**src/rtl/motion_defs.svh**
```systemverilog
`ifndef MOTION_DEFS_SVH
`define MOTION_DEFS_SVH

`define MOTION_DATA_W       32
`define MOTION_ADDR_W       3
`define MOTION_AXES         3
`define MOTION_MOTORS       4
`define MOTION_ENDSTOPS     4
`define MOTION_SYNC_STAGES  2

// Register map
`define REG_PRE_N        3'd0
`define REG_PULSE_N      3'd1
`define REG_POST_N       3'd2
`define REG_MOTOR_CFG    3'd3
`define REG_ENDSTOP_OPT  3'd4
`define REG_UNLOCK       3'd5  // strobe only

`endif

```
**src/rtl/motion_pkg.sv**
```systemverilog
`include "motion_defs.svh"

package motion_pkg;

    typedef struct packed {
        logic [`MOTION_ADDR_W-1:0] addr;
        logic [`MOTION_DATA_W-1:0] data;
    } reg_write_t;

    typedef struct packed {
        logic [1:0] axis;  // 3 is discarded
        logic       dir;
    } step_cmd_t;

    typedef struct packed {
        logic step;
        logic dir;
    } axis_drive_t;

    typedef struct packed {
        logic [`MOTION_DATA_W-1:0] pre_n;
        logic [`MOTION_DATA_W-1:0] pulse_n;
        logic [`MOTION_DATA_W-1:0] post_n;
    } step_timing_t;

    // One nibble per motor with enable in bit 0
    typedef struct packed {
        logic       invert_dir;
        logic [1:0] axis_sel;
        logic       enable;
    } motor_cfg_t;

    typedef struct packed {
        logic abort_enabled;
        logic abort_polarity;
    } endstop_opt_t;

endpackage

```
**src/rtl/endstop_guard.sv**
```systemverilog
`timescale 1ns/1ps
`include "motion_defs.svh"

module endstop_guard (
    input  logic                                            clk,
    input  logic                                            rst_n,
    input  logic [`MOTION_ENDSTOPS-1:0]                     endstop,
    input  motion_pkg::endstop_opt_t [`MOTION_ENDSTOPS-1:0] opt,
    input  logic                                            unlock,
    output logic [`MOTION_ENDSTOPS-1:0]                     endstop_state,
    output logic                                            abort
);

    logic [`MOTION_SYNC_STAGES-1:0][`MOTION_ENDSTOPS-1:0] sync;
    logic [`MOTION_ENDSTOPS-1:0]                          hit_vec;
    logic                                                 hit;

    // Pins are asynchronous to clk
    always_ff @(posedge clk) begin
        if (!rst_n) begin
            sync <= '0;
        end else begin
            sync[0] <= endstop;
            for (int s = 1; s < `MOTION_SYNC_STAGES; s++)
                sync[s] <= sync[s-1];
        end
    end

    assign endstop_state = sync[`MOTION_SYNC_STAGES-1];

    always_comb begin
        for (int i = 0; i < `MOTION_ENDSTOPS; i++) begin
            hit_vec[i] = opt[i].abort_enabled &&
                         (endstop_state[i] == opt[i].abort_polarity);
        end
    end

    assign hit = |hit_vec;

    // Sticky until unlocked and kept set by a held endstop
    always_ff @(posedge clk) begin
        if (!rst_n)
            abort <= 1'b0;
        else if (hit)
            abort <= 1'b1;
        else if (unlock)
            abort <= 1'b0;
    end

endmodule

```
**src/rtl/motion_top.sv**
```systemverilog
`timescale 1ns/1ps
`include "motion_defs.svh"

module motion_top (
    input  logic                        clk,
    input  logic                        rst_n,
    input  logic                        reg_wr_valid,
    input  motion_pkg::reg_write_t      reg_wr,
    input  logic                        cmd_valid,
    input  motion_pkg::step_cmd_t       cmd,
    output logic                        cmd_ready,
    input  logic [`MOTION_ENDSTOPS-1:0] endstop,
    output logic [`MOTION_MOTORS-1:0]   motor_step,
    output logic [`MOTION_MOTORS-1:0]   motor_dir,
    output logic [`MOTION_MOTORS-1:0]   motor_enable,
    output logic [`MOTION_ENDSTOPS-1:0] endstop_state,
    output logic                        abort
);

    motion_pkg::step_timing_t                        timing;
    motion_pkg::motor_cfg_t   [`MOTION_MOTORS-1:0]   motor_cfg;
    motion_pkg::endstop_opt_t [`MOTION_ENDSTOPS-1:0] endstop_opt;
    motion_pkg::axis_drive_t  [`MOTION_AXES-1:0]     axis_drive;
    logic                                            unlock;
    logic [`MOTION_AXES-1:0]                         axis_idle;
    logic [`MOTION_AXES:0]                           ready_sel;
    logic                                            cmd_fire;

    reg_bank u_reg_bank (
        .clk          (clk),
        .rst_n        (rst_n),
        .reg_wr_valid (reg_wr_valid),
        .reg_wr       (reg_wr),
        .timing       (timing),
        .motor_cfg    (motor_cfg),
        .endstop_opt  (endstop_opt),
        .unlock       (unlock)
    );

    // Axis index 3 is always ready and goes nowhere
    assign ready_sel = {1'b1, axis_idle};
    assign cmd_ready = ready_sel[cmd.axis];
    assign cmd_fire  = cmd_valid && cmd_ready;

    for (genvar a = 0; a < `MOTION_AXES; a++) begin : g_axis
        step_pulse_gen u_gen (
            .clk       (clk),
            .rst_n     (rst_n),
            .start     (cmd_fire && (cmd.axis == a)),
            .start_dir (cmd.dir),
            .timing    (timing),
            .abort     (abort),
            .idle      (axis_idle[a]),
            .drive     (axis_drive[a])
        );
    end

    endstop_guard u_guard (
        .clk           (clk),
        .rst_n         (rst_n),
        .endstop       (endstop),
        .opt           (endstop_opt),
        .unlock        (unlock),
        .endstop_state (endstop_state),
        .abort         (abort)
    );

    motor_router u_router (
        .clk          (clk),
        .rst_n        (rst_n),
        .axis         (axis_drive),
        .cfg          (motor_cfg),
        .motor_step   (motor_step),
        .motor_dir    (motor_dir),
        .motor_enable (motor_enable)
    );

endmodule

```
**src/rtl/motor_router.sv**
```systemverilog
`timescale 1ns/1ps
`include "motion_defs.svh"

module motor_router (
    input  logic                                         clk,
    input  logic                                         rst_n,
    input  motion_pkg::axis_drive_t [`MOTION_AXES-1:0]   axis,
    input  motion_pkg::motor_cfg_t  [`MOTION_MOTORS-1:0] cfg,
    output logic [`MOTION_MOTORS-1:0]                    motor_step,
    output logic [`MOTION_MOTORS-1:0]                    motor_dir,
    output logic [`MOTION_MOTORS-1:0]                    motor_enable
);

    always_ff @(posedge clk) begin
        if (!rst_n) begin
            motor_step   <= '0;
            motor_dir    <= '0;
            motor_enable <= '1;  // drivers off
        end else begin
            for (int m = 0; m < `MOTION_MOTORS; m++) begin
                motor_enable[m] <= ~cfg[m].enable;  // active low pin
                if (cfg[m].axis_sel < `MOTION_AXES) begin
                    motor_step[m] <= axis[cfg[m].axis_sel].step;
                    motor_dir[m]  <= axis[cfg[m].axis_sel].dir ^ cfg[m].invert_dir;
                end else begin
                    // Unrouted motor
                    motor_step[m] <= 1'b0;
                    motor_dir[m]  <= cfg[m].invert_dir;
                end
            end
        end
    end

endmodule

```
**src/rtl/reg_bank.sv**
```systemverilog
`timescale 1ns/1ps
`include "motion_defs.svh"

module reg_bank (
    input  logic                                            clk,
    input  logic                                            rst_n,
    input  logic                                            reg_wr_valid,
    input  motion_pkg::reg_write_t                          reg_wr,
    output motion_pkg::step_timing_t                        timing,
    output motion_pkg::motor_cfg_t   [`MOTION_MOTORS-1:0]   motor_cfg,
    output motion_pkg::endstop_opt_t [`MOTION_ENDSTOPS-1:0] endstop_opt,
    output logic                                            unlock
);

    always_ff @(posedge clk) begin
        if (!rst_n) begin
            timing      <= '0;
            motor_cfg   <= '0;
            endstop_opt <= '0;
            unlock      <= 1'b0;
        end else begin
            unlock <= 1'b0;  // single cycle pulse
            if (reg_wr_valid) begin
                case (reg_wr.addr)
                    `REG_PRE_N: begin
                        timing.pre_n <= reg_wr.data;
                    end
                    `REG_PULSE_N: begin
                        timing.pulse_n <= reg_wr.data;
                    end
                    `REG_POST_N: begin
                        timing.post_n <= reg_wr.data;
                    end
                    `REG_MOTOR_CFG: begin
                        // Motor 0 sits in the low nibble
                        motor_cfg <= reg_wr.data[$bits(motor_cfg)-1:0];
                    end
                    `REG_ENDSTOP_OPT: begin
                        endstop_opt <= reg_wr.data[$bits(endstop_opt)-1:0];
                    end
                    `REG_UNLOCK: begin
                        unlock <= 1'b1;  // data ignored
                    end
                    default: begin
                    end
                endcase
            end
        end
    end

endmodule

```
**src/rtl/step_pulse_gen.sv**
```systemverilog
`timescale 1ns/1ps
`include "motion_defs.svh"

module step_pulse_gen (
    input  logic                     clk,
    input  logic                     rst_n,
    input  logic                     start,
    input  logic                     start_dir,
    input  motion_pkg::step_timing_t timing,
    input  logic                     abort,
    output logic                     idle,
    output motion_pkg::axis_drive_t  drive
);

    typedef enum logic [1:0] {
        ST_IDLE,
        ST_PRE,
        ST_PULSE,
        ST_POST
    } state_t;

    state_t                    state;
    logic [`MOTION_DATA_W-1:0] cnt;

    // Zero counts behave as one cycle
    function automatic logic [`MOTION_DATA_W-1:0] at_least_one(
        input logic [`MOTION_DATA_W-1:0] n
    );
        return (n == '0) ? `MOTION_DATA_W'(1) : n;
    endfunction

    // Abort frees the command stream while a running sequence still finishes
    assign idle = (state == ST_IDLE) || abort;

    always_ff @(posedge clk) begin
        if (!rst_n) begin
            state <= ST_IDLE;
            cnt   <= '0;
            drive <= '0;
        end else begin
            case (state)
                ST_IDLE: begin
                    if (start && !abort) begin
                        drive.dir <= start_dir;
                        cnt       <= at_least_one(timing.pre_n);
                        state     <= ST_PRE;
                    end
                end
                ST_PRE: begin
                    cnt <= cnt - 1'b1;
                    if (cnt == `MOTION_DATA_W'(1)) begin
                        drive.step <= 1'b1;
                        cnt        <= at_least_one(timing.pulse_n);
                        state      <= ST_PULSE;
                    end
                end
                ST_PULSE: begin
                    cnt <= cnt - 1'b1;
                    if (cnt == `MOTION_DATA_W'(1)) begin
                        drive.step <= 1'b0;
                        cnt        <= at_least_one(timing.post_n);
                        state      <= ST_POST;
                    end
                end
                default: begin  // recovery
                    cnt <= cnt - 1'b1;
                    if (cnt == `MOTION_DATA_W'(1))
                        state <= ST_IDLE;
                end
            endcase
        end
    end

endmodule

```
**config.mk**
```make
export PLATFORM = sky130hd
export DESIGN_NAME = motion_top
export DESIGN_NICKNAME = d
export VERILOG_FILES = /design/src/rtl/motion_pkg.sv /design/src/rtl/endstop_guard.sv /design/src/rtl/motion_top.sv /design/src/rtl/motor_router.sv /design/src/rtl/reg_bank.sv /design/src/rtl/step_pulse_gen.sv
export VERILOG_INCLUDE_DIRS = /design/src /design/src/rtl
export SDC_FILE = /design/constraint.sdc
export NUM_CORES = 1
export LEC_CHECK = 0
export ABC_CLOCK_PERIOD_IN_PS = 3700
export BUFFER_PORTS_ARGS = -buffer_cell sky130_fd_sc_hd__buf_2
export CORE_UTILIZATION = 40
export DETAILED_ROUTE_END_ITERATION = 16
export GPL_TIMING_DRIVEN = 1
export PLACE_DENSITY = 0.58
export SLEW_MARGIN = 10
export SYNTH_ARGS = -nofsm -noshare
export SYNTH_HDL_FRONTEND = slang
export SYNTH_SLANG_ARGS = --single-unit
```
**constraint.sdc**
```tcl
create_clock -name clk -period 3.7 [get_ports clk]
set_input_delay 0.185 -clock clk [delete_from_list [all_inputs] [get_ports clk]]
set_output_delay 0.185 -clock clk [all_outputs]
set_load 0.02 [all_outputs]
```
# Word-level counts from Yosys, hierarchy flattened

Index checks and enable logic that the tools add are counted.

Bits of input ports: 46
Register bits after elaboration: 250
Word-level logic and storage cells: 200
Output and inout port bits: 18

$add $sub $neg: 3
Bitwise logic cells: 8
Muxes and demuxes: 56
Reductions and logical operators: 50
$lt $le $gt $ge: 9
Equality and inequality tests: 29

Operators by type and width:

| kind                  | number |
|---|---|
| $mux 32               | 12 |
| $pmux 32 s3           | 3 |
| $eq 32x1->1 const B   | 3 |
| $logic_not 32->1      | 3 |
| $sub 32x1->32 const B | 3 |
| $mux 2                | 16 |
| $reduce_and 2->1      | 13 |
| $pmux 2 s3            | 3 |
| $bmux 2 s2            | 4 |
| $lt 2x3->1 const B    | 5 |
| $mux 1                | 14 |
| $reduce_bool 2->1     | 7 |
| $ne 2x1->1 const B    | 6 |
| $reduce_and 4->1      | 3 |
| $logic_and 1x1->1     | 11 |
| $reduce_and 3->1      | 3 |
| $eq 2x1->1 const B    | 4 |
| $eq 2x2->1 const B    | 4 |
| $logic_not 2->1       | 4 |
| $lt 2x2->1 const B    | 4 |
| $eq 3x2->1 const B    | 2 |
| $eq 3x3->1 const B    | 2 |
| $ne 2x2->1 const B    | 3 |
| $pmux 1 s2            | 3 |
| other kinds (9)       | 20 |

# Logic depth before layout (Yosys ltp)

Gate-level depths: netlist (run 1).

Word-level depth: 9
Gate-level depth with buffers: 10
Depth with buffers taken out: 8

# Hierarchy

Synthesis (run 1) repeated with hierarchy kept, for this count alone.

Cell total of the unflattened synthesis: 1734
Area, all modules: 14590.2 um2

Modules (own cells, without submodules):

| module                           | cells each | area each (um2) | instances | seq. area each (um2) |
|---|---|---|---|---|
| reg_bank                         | 432        | 4474.3          | 1         | 2422.3 |
| step_pulse_gen (g_axis[1].u_gen) | 409        | 3109.2          | 1         | 720.7 |
| step_pulse_gen (g_axis[0].u_gen) | 396        | 3031.7          | 1         | 720.7 |
| step_pulse_gen (g_axis[2].u_gen) | 395        | 2982.9          | 1         | 720.7 |
| motor_router                     | 66         | 611.8           | 1         | 240.2 |
| endstop_guard                    | 29         | 324.1           | 1         | 180.2 |
| motion_top                       | 7          | 56.3            | 1         | 0.0 |

# Least setup slack after synthesis (run 1)

Ideal clock, no wire load.

Kind: register -> register
Start point: register g_axis[2].u_gen.cnt[14]
End point: register g_axis[2].u_gen.state[1]
Path buffers: 3
Setup slack: 992 ps
Arrival time: 2580 ps
Data required time: 3572 ps
Cell stages (with the launch flop): 10
Clock period less this slack: 2708 ps
Setup time: 128 ps
Cells stage by stage: dfxtp_1 > or4_1 > buf_2 > or4_4 > buf_4 > or3_1 > buf_4 > a21oi_1 > mux2i_1 > nor2_1

Word-level cells in the longest chain between the ends: 3
Elaborated cells on any way between the ends: 5
Classes of those cells: 3 x eq/ne; 2 x reduce/logical

RTL lines:

| item                                                      | line                                                             | text |
|---|---|---|
| from (decl)                                               | step_pulse_gen.sv:23                                             | `` logic [`MOTION_DATA_W-1:0] cnt; `` |
| from (signal assigned)                                    | step_pulse_gen.sv:45                                             | `cnt <= at_least_one(timing.pre_n);` |
| from (signal assigned)                                    | step_pulse_gen.sv:50                                             | `cnt <= cnt - 1'b1;` |
| from (signal assigned)                                    | step_pulse_gen.sv:53                                             | `cnt <= at_least_one(timing.pulse_n);` |
| $eq 32x1->1 *                                             | step_pulse_gen.sv:51, step_pulse_gen.sv:59, step_pulse_gen.sv:67 |  |
| $ne 2x1->1 (no line) or $reduce_bool 2->1 (tied branches) | n/a                                                              |  |
| $reduce_and 4->1 (no line) *                              | n/a                                                              |  |
| to (signal assigned)                                      | step_pulse_gen.sv:54                                             | `state <= ST_PULSE;` |
| to (signal assigned)                                      | step_pulse_gen.sv:62                                             | `state <= ST_POST;` |
| to (signal assigned)                                      | step_pulse_gen.sv:68                                             | `state <= ST_IDLE;` |
| to (decl)                                                 | step_pulse_gen.sv:22                                             | `state_t state;` |

Mark *: on every way between the ends. The rest lies on a longest branch, timed or not.
A chain may end at the register's enable or synchronous reset.

# Worst setup path after layout (run 1)

Start point: register g_axis[2].u_gen.cnt[14]
End point: register g_axis[2].u_gen.cnt[18]

Word-level cells in the longest chain between the ends: 3
Elaborated cells on any way between the ends: 5
Classes of those cells: 1 x add/sub; 1 x eq/ne; 3 x mux

RTL lines:

| item                                         | line                                       | text |
|---|---|---|
| $sub 32x1->32 or $eq 32x1->1 (tied branches) | n/a                                        |  |
| $mux 32, on equally long branches            | step_pulse_gen.sv:59, step_pulse_gen.sv:51 |  |
| $pmux 32 s3 *                                | step_pulse_gen.sv:41                       | `case (state)` |

Marks and branches as above.

==> impl_results.md, run 1 <==
- Outcome: finished, final reports clean
- Initial antenna violation count: 0
- FFs w/ async S/R, synth: 0%
- Power Density: 770 nW/um2
- Drt total wl: 56500 um
- Top-Level Pins: 64
- Commonest cells after routing, fill and taps aside: nand2_1, dfxtp_1, a21oi_1
- CTS sink count: 250
- Slew @ Worst Pin: 980 ps
- Mapped Nets: 1795
- Final net count: 1844
- Drc violations: 0
- Final Max Tran Viols: 0
- Layout fillers: 3259
- H-tree levels: 1
- Die area: 34200 um2
- Post-synth cell types: 77
- Setup TNS: 0 ps
- Post-DP HPWL: 37300 um
- Clock Skews: 12.5 ps
- Overall routing resource usage: 32.7%
- Cells after DPL: 2151
- Final worst path period share: 87.5%
- DR WL/cell: 25.2 um
- Critical-path maximum fanout: 11
- Hold path start: reg_wr_valid
- Final Setup Violations: 0
- Vias in the first global route: 12900
- Largest net degree at the start of global routing: 147
- Post-Synthesis Cells: 1731
- Mapped cell area: 13400 um2
- CTS tree: yes
- Worst Hold Path EP: u_reg_bank.endstop_opt[5]
- Initial Util: 40.9%
- Crit start category: flip-flop
- First-pass GRT wire length: 83200 um
- Gpl congestion: 1.11
- Ys Warns: 0
- Synth Area per Inst: 7.74 um2
- CP endpoint kind: flip-flop
- Slew Limit Headroom: 34.7%
- R2r worst-path depth: 7
- Required @ worst endpoint: 4160 ps
- Clk buf depth: 3
- Area grow syn2layout: 15.8%
- Die W: 185 um
- Worst reg2reg setup slack: 460 ps
- Main area contributors after synthesis: dfxtp_1, nand2_1, a21oi_1
- ANT nets after route: 0
- Top cell type by total area after synthesis: dfxtp_1
- Row cnt: 66
- Clock transition at path regs: 60 ps
- Cell count of the worst hold path: 4
- Drt pass-1 iters: 8
- Worst VDD drop: 0.596 mV
- Seq cells post-synth: 250
- Finished Layout Cells: 2244
- Die Y: 185 um
- HP Class: in2reg
- CTS resizes: 0
- CTS buffer count: 29
- CORE AREA: 32800 um2
- # Max-Cap Violations: 0
- Final Critical Period: 3240 ps
- Post-synth EDFFs: 0
- Share of cells above drive strength 1: 10.8%
- Unrepaired setup endpoints after global routing: no
- Dominant synthesized flop cell: dfxtp_1
- Worst reg2reg path endpoint: g_axis[2].u_gen.cnt[18]
- Most common cell after layout, fill and taps aside: nand2_1
- Total power: 0.0119 W
- Seq/Total Area, Yosys: 37.3%
- Critical path arrival: 3700 ps
- Reg2reg start: g_axis[2].u_gen.cnt[14]
- Via count: 14200
- Vias per std cell: 6.34
- Root buf cell: clkbuf_16
- Worst-Skew Late Latency: 580 ps
- LEAKAGE: 5.37 nW
- DR iter-0 viols: 1892
- Port-buffer cells: 63
- Fmax: 0.309 GHz
- GRT overflow: 0
- Critical path class: reg2reg
- Top cell type's share of synthesized area: 37.3%
- Hold Vio Cnt, Final: 0
-- cells in the mapped netlist (20+ instances only) --
master / instances
a21oi_1: 211
a221oi_1: 24
a22o_1: 46
a22oi_1: 55
and2_1: 20
clkbuf_1: 106
dfxtp_1: 250
inv_1: 25
nand2_1: 328
nand3_1: 34
nor2_1: 77
nor3_1: 55
nor4_1: 59
o21ai_0: 84
or3_1: 21
-- kinds of logic after synthesis --
group	count (synthesis)	share of synthesized area (%)
and+or+nand+nor	686	24.8
AOI/OAI and AO/OA	580	28.7
muxes	16	1.20
xor gates and xnor gates	24	1.57
adders and majority gates	18	1.68
buffers and inverters	157	4.73
DFF	250	37.3
-- power by group --
| group | internal, W | switching [W] |
|---|---|---|
| Combinational | 0.00185 | 0.00368 |
| Sequential | 0.00300 | 0.000414 |
| Clock | 0.00177 | 0.00123 |
-- metrics by stage --
stage,hold WS (ps),utilization (%),setup WS [ps],instance area (um2)
final,165,47.3,462,15500
after global routing,177,47.3,323,15500
after CTS,146,47.3,481,15500
after detailed placement,367,43.1,508,14100
after global placement,364,43.1,539,14100
after floorplan,311,-,992,13400
-- sequential cells by signal, indices dropped and copies added (netlist names), 6 cells and up --
name	flops
u_reg_bank.motor_cfg	16
g_axis.u_gen.cnt	96
g_axis.u_gen.state	6
u_reg_bank.endstop_opt	8
u_reg_bank.timing	96
g_axis.u_gen.drive	6
-- final cells by class --
type | instances | area [um2] | share of cell area (%)
Multi-Input combinational cell | 1324 | 7790 | 50.2
Clock buffer | 37 | 816 | 5.26
Timing Repair Buffer | 149 | 1070 | 6.92
Sequential cell | 250 | 5000 | 32.3
Clock inverter | 15 | 174 | 1.12
Inverter | 26 | 100 | 0.645
Tap cell | 442 | 553 | 3.57
Antenna cell | 1 | 2.50 | 0.0161
-- metal layers --
metal / wire length [um] / global-route usage, % / up-vias
li1: - / - / 6501
met1: 23900 / 45.1 / 6790
met2: 23800 / 48.2 / 780
met3: 5820 / 6.33 / 165
met4: 3050 / 16.3 / 2
met5: 28 / 0.741 / -
-- worst max-delay path, cell delays in order, from the launching register on --
cell     delay, ps
dfxtp_1        360
or4_1          680
or4_4          580
o41ai_4        590
buf_4          260
nand2_2        150
o311a_1        160
a221o_1        330
-- worst max path at each step --
stage | from | slack [ps] | end | cells after the start
final | g_axis[2].u_gen.cnt[14] | 460 | g_axis[2].u_gen.cnt[18] | 7
after global routing | g_axis[2].u_gen.cnt[14] | 320 | g_axis[2].u_gen.cnt[18] | 7
after CTS | g_axis[2].u_gen.cnt[14] | 480 | g_axis[2].u_gen.cnt[18] | 7
after detailed placement | g_axis[2].u_gen.cnt[14] | 510 | g_axis[2].u_gen.cnt[18] | 7
after global placement | g_axis[2].u_gen.cnt[14] | 540 | g_axis[2].u_gen.cnt[18] | 7
after floorplan | g_axis[2].u_gen.cnt[14] | 990 | g_axis[2].u_gen.state[1] | 9
-- repair_timing --
item / CTS / global route
setup endpoints to repair: 0 / 0
hold buffers: 40 / 0
buffers inserted: 0 / 0
hold endpoints to repair: 128 / 0
No activity file was read; power rests on OpenSTA's default activity.
==> run 2: changes to the inputs <==
--- a/config.mk
+++ b/config.mk
@@ -6,6 +6,7 @@
 export SDC_FILE = /design/constraint.sdc
 export NUM_CORES = 1
 export LEC_CHECK = 0
+export ABC_AREA = 1
 export ABC_CLOCK_PERIOD_IN_PS = 3700
 export BUFFER_PORTS_ARGS = -buffer_cell sky130_fd_sc_hd__buf_2
 export CORE_UTILIZATION = 40
==> run 2 against run 1 <==
  * Via count grew 12%
  * Largest power group unchanged
  * Sequential power increased by 13%
  * Clock power shrank 3%
  * Wire length rose by 2.5%
  * Critical path depth is 3 higher
  * Global-route usage down 2.8 points
==> impl_results.md, run 2 <==
- CTS buffer count: 30
- Initial Util: 40.8%
- Antenna cells: 0
- Root buf cell: clkbuf_16
- Most common cell after layout, fill and taps aside: nand2_1
- Area grow syn2layout: 12.5%
- Clock transition at path regs: 60 ps
- CORE AREA: 36700 um2
- CTS tree: yes
- Final core occ: 45.9%
- Critical path class: reg2reg
- Critical-path maximum fanout: 58
- Final net count: 2437
- Setup TNS: 0 ps
- Top cell type's share of synthesized area: 33.4%
- Die area: 38200 um2
- ANT nets after route: 0
- R2r worst-path depth: 10
- GRT overflow: 0
- Hold Vio Cnt, Final: 0
- CTS sink count: 250
- Worst-Skew Late Latency: 590 ps
- Synth Area in Compound Gates: 21.7%
- Final Critical Period: 2870 ps
- Seq/Total Area, Yosys: 33.4%
- Post-Synth Adder-Cell Area: 1.50%
- Gpl congestion: 1.02
- M3 GR Usage: 4.02%
- Post-Synth Simple-Gate Area: 29.4%
- Count leader, synth: nand2_1
- DR WL/cell: 20.2 um
- Reg power frac: 26.4%
- Seq cells post-synth: 250
- Vias per std cell: 5.55
- HP Class: in2reg
- Synth Area per Inst: 6.41 um2
- Final Max Tran Viols: 0
- FFs w/ async S/R, synth: 0%
- Largest net degree at the start of global routing: 95
- Post-synth EDFFs: 0
- Main area contributors after synthesis: dfxtp_1, nand2_1, o21ai_0
- CP endpoint kind: flip-flop
- Overall routing resource usage: 29.9%
- Grt peak-use layer: met2
- Top cell type by total area after synthesis: dfxtp_1
- Cell count of the worst hold path: 3
- Die Y: 196 um
- Row cnt: 70
- Clock Skews: 28.5 ps
- Initial antenna violation count: 0
- Fmax: 0.349 GHz
- Crit start category: flip-flop
- Combinational fraction of design power: 53.6%
- Post-synth top cells: nand2_1, nor2_1, o21ai_0
- Final worst path period share: 77.4%
- Share of cells above drive strength 1: 8.10%
- Slew @ Worst Pin: 1050 ps
- Mux contribution to synthesized area: 0%
- Via count: 15900
- DR iter-0 viols: 1490
- Post-Synthesis Cells: 2336
- Sw Pwr: 0.00712 W
- Final Setup Violations: 0
- Power Density: 867 nW/um2
- Sw frac: 48.7%
- LEAKAGE: 7.13 nW
- Slew Limit Headroom: 29.4%
- Outcome: finished, final reports clean
- Post-synthesis xor/xnor area fraction: 4.09%
- Post-synth cell types: 43
- Worst reg2reg setup slack: 830 ps
- Port-buffer cells: 63
- Grt met1 use: 39.9%
- Mapped cell area: 15000 um2
- Largest family of logic cells by synthesized area: simple AND/OR/NAND/NOR gates
- Worst VDD drop: 0.342 mV
- Ys Warns: 0
- Pint: 0.00749 W
- Mapped Nets: 2400
- H-tree levels: 1
- Top-Level Pins: 64
- Post-DP HPWL: 42000 um
- Drt pass-1 iters: 6
- Commonest cells after routing, fill and taps aside: nand2_1, nor2_1, o21ai_0
- Unrepaired setup endpoints after global routing: no
- # Max-Cap Violations: 0
- Die W: 196 um
- Critical path arrival: 3270 ps
- Largest regs: g_axis.u_gen.cnt x96, u_reg_bank.timing x96, u_reg_bank.motor_cfg x16
- Clk buf depth: 3
- Clock Power Share: 20.0%
- Vias in the first global route: 14800
- Drt total wl: 57900 um
- Met2 Use GR: 49.4%
- Required @ worst endpoint: 4110 ps
- Dominant synthesized flop cell: dfxtp_1
- Drc violations: 0
- Layout fillers: 3833
- First-pass GRT wire length: 88000 um
==> run 2: cell count changes after synthesis, moves of 32 or more <==
cell     before  now
nor2_1       77  384
inv_1        25  248
o21ai_0      84  292
nand2_1     328  416
nand3_1      34  110
nor4_1       59    0
a22oi_1      55    0
a22o_1       46    0
o22ai_1      13   55
nor3_1       55   15
xor2_1        9   42
a21oi_1     211  179
==> run 2: final cells by class <==
class / instances / area [um2] / area share, %
clock buffers: 47 / 875 / 5.19
clock inverters: 8 / 78.8 / 0.468
inverters: 257 / 965 / 5.72
multi-input cells: 1714 / 8490 / 50.4
flip-flops and latches: 250 / 5000 / 29.7
well taps: 468 / 586 / 3.47
repair buffers: 120 / 853 / 5.06
==> run 2: through the flow <==
| stage | total power, W | instances | hold slack [ps] | setup WS [ps] | area [um2] |
|---|---|---|---|---|---|
| finish | 0.0146 | 2864 | 23.0 | 834 | 16900 |
| floorplan | 0.00958 | 2336 | 283 | 1870 | 15000 |
| detailed placement | 0.0116 | 2771 | 365 | 943 | 15500 |
| global placement | 0.0115 | 2771 | 364 | 1080 | 15500 |
| CTS | 0.0145 | 2864 | 1.18 | 933 | 16900 |
| global route | 0.0158 | 2864 | 20.5 | 582 | 16900 |
==> run 2: logic make-up (layout without fill, tap and decap cells) <==
logic type / after synthesis / after routing
buffers and inverters: 372 / 432
adder cells (fa/ha/maj): 18 / 18
XOR/XNOR: 70 / 70
AND/OR/NAND/NOR: 1031 / 1031
AO/OA/AOI/OAI: 595 / 595
flip-flops: 250 / 250
==> run 2: path summary, 6_finish.rpt <==
path                       startpoint                         to
max          g_axis[2].u_gen.state[0]   g_axis[2].u_gen.state[0]
min                         reg_wr[0]  u_reg_bank.endstop_opt[0]
max reg2reg  g_axis[2].u_gen.state[0]   g_axis[2].u_gen.state[0]
min reg2reg   u_reg_bank.motor_cfg[8]   u_router.motor_enable[2]
==> run 2: metal layers <==
| metal | up-vias | share of wire (%) |
|---|---|---|
| li1 | 7713 | - |
| met1 | 7435 | 44 |
| met2 | 615 | 46 |
| met3 | 120 | 7.2 |
| met4 | 0 | 3.6 |
| met5 | - | 0 |
==> run 2: critical path, cell delays in order (launching register included) <==
cell and delay, ps:
dfxtp_1 340, inv_1 120, ha_1 190, buf_4 280, nand4_1 240, inv_2 180
nor2_2 130, inv_2 690, nand2_1 250, nor3_1 200, a211oi_1 60
==> run 2: what timing repair did <==
action | in CTS | in global routing
setup buffers | 0 | 0
gates resized for setup | 0 | 0
setup endpoints to repair | 0 | 0
hold buffers | 38 | 0
hold endpoints to repair | 87 | 0
==> run 2: power by group through the flow <==
stage / Clock [W] / Combinational [W] / Sequential [W]
after floorplan: 0 / 0.00587 / 0.00372
after global placement: 0 / 0.00765 / 0.00388
after detailed placement: 0 / 0.00767 / 0.00389
after CTS: 0.00295 / 0.00775 / 0.00384
after global routing: 0.00307 / 0.00881 / 0.00393
final: 0.00291 / 0.00784 / 0.00386
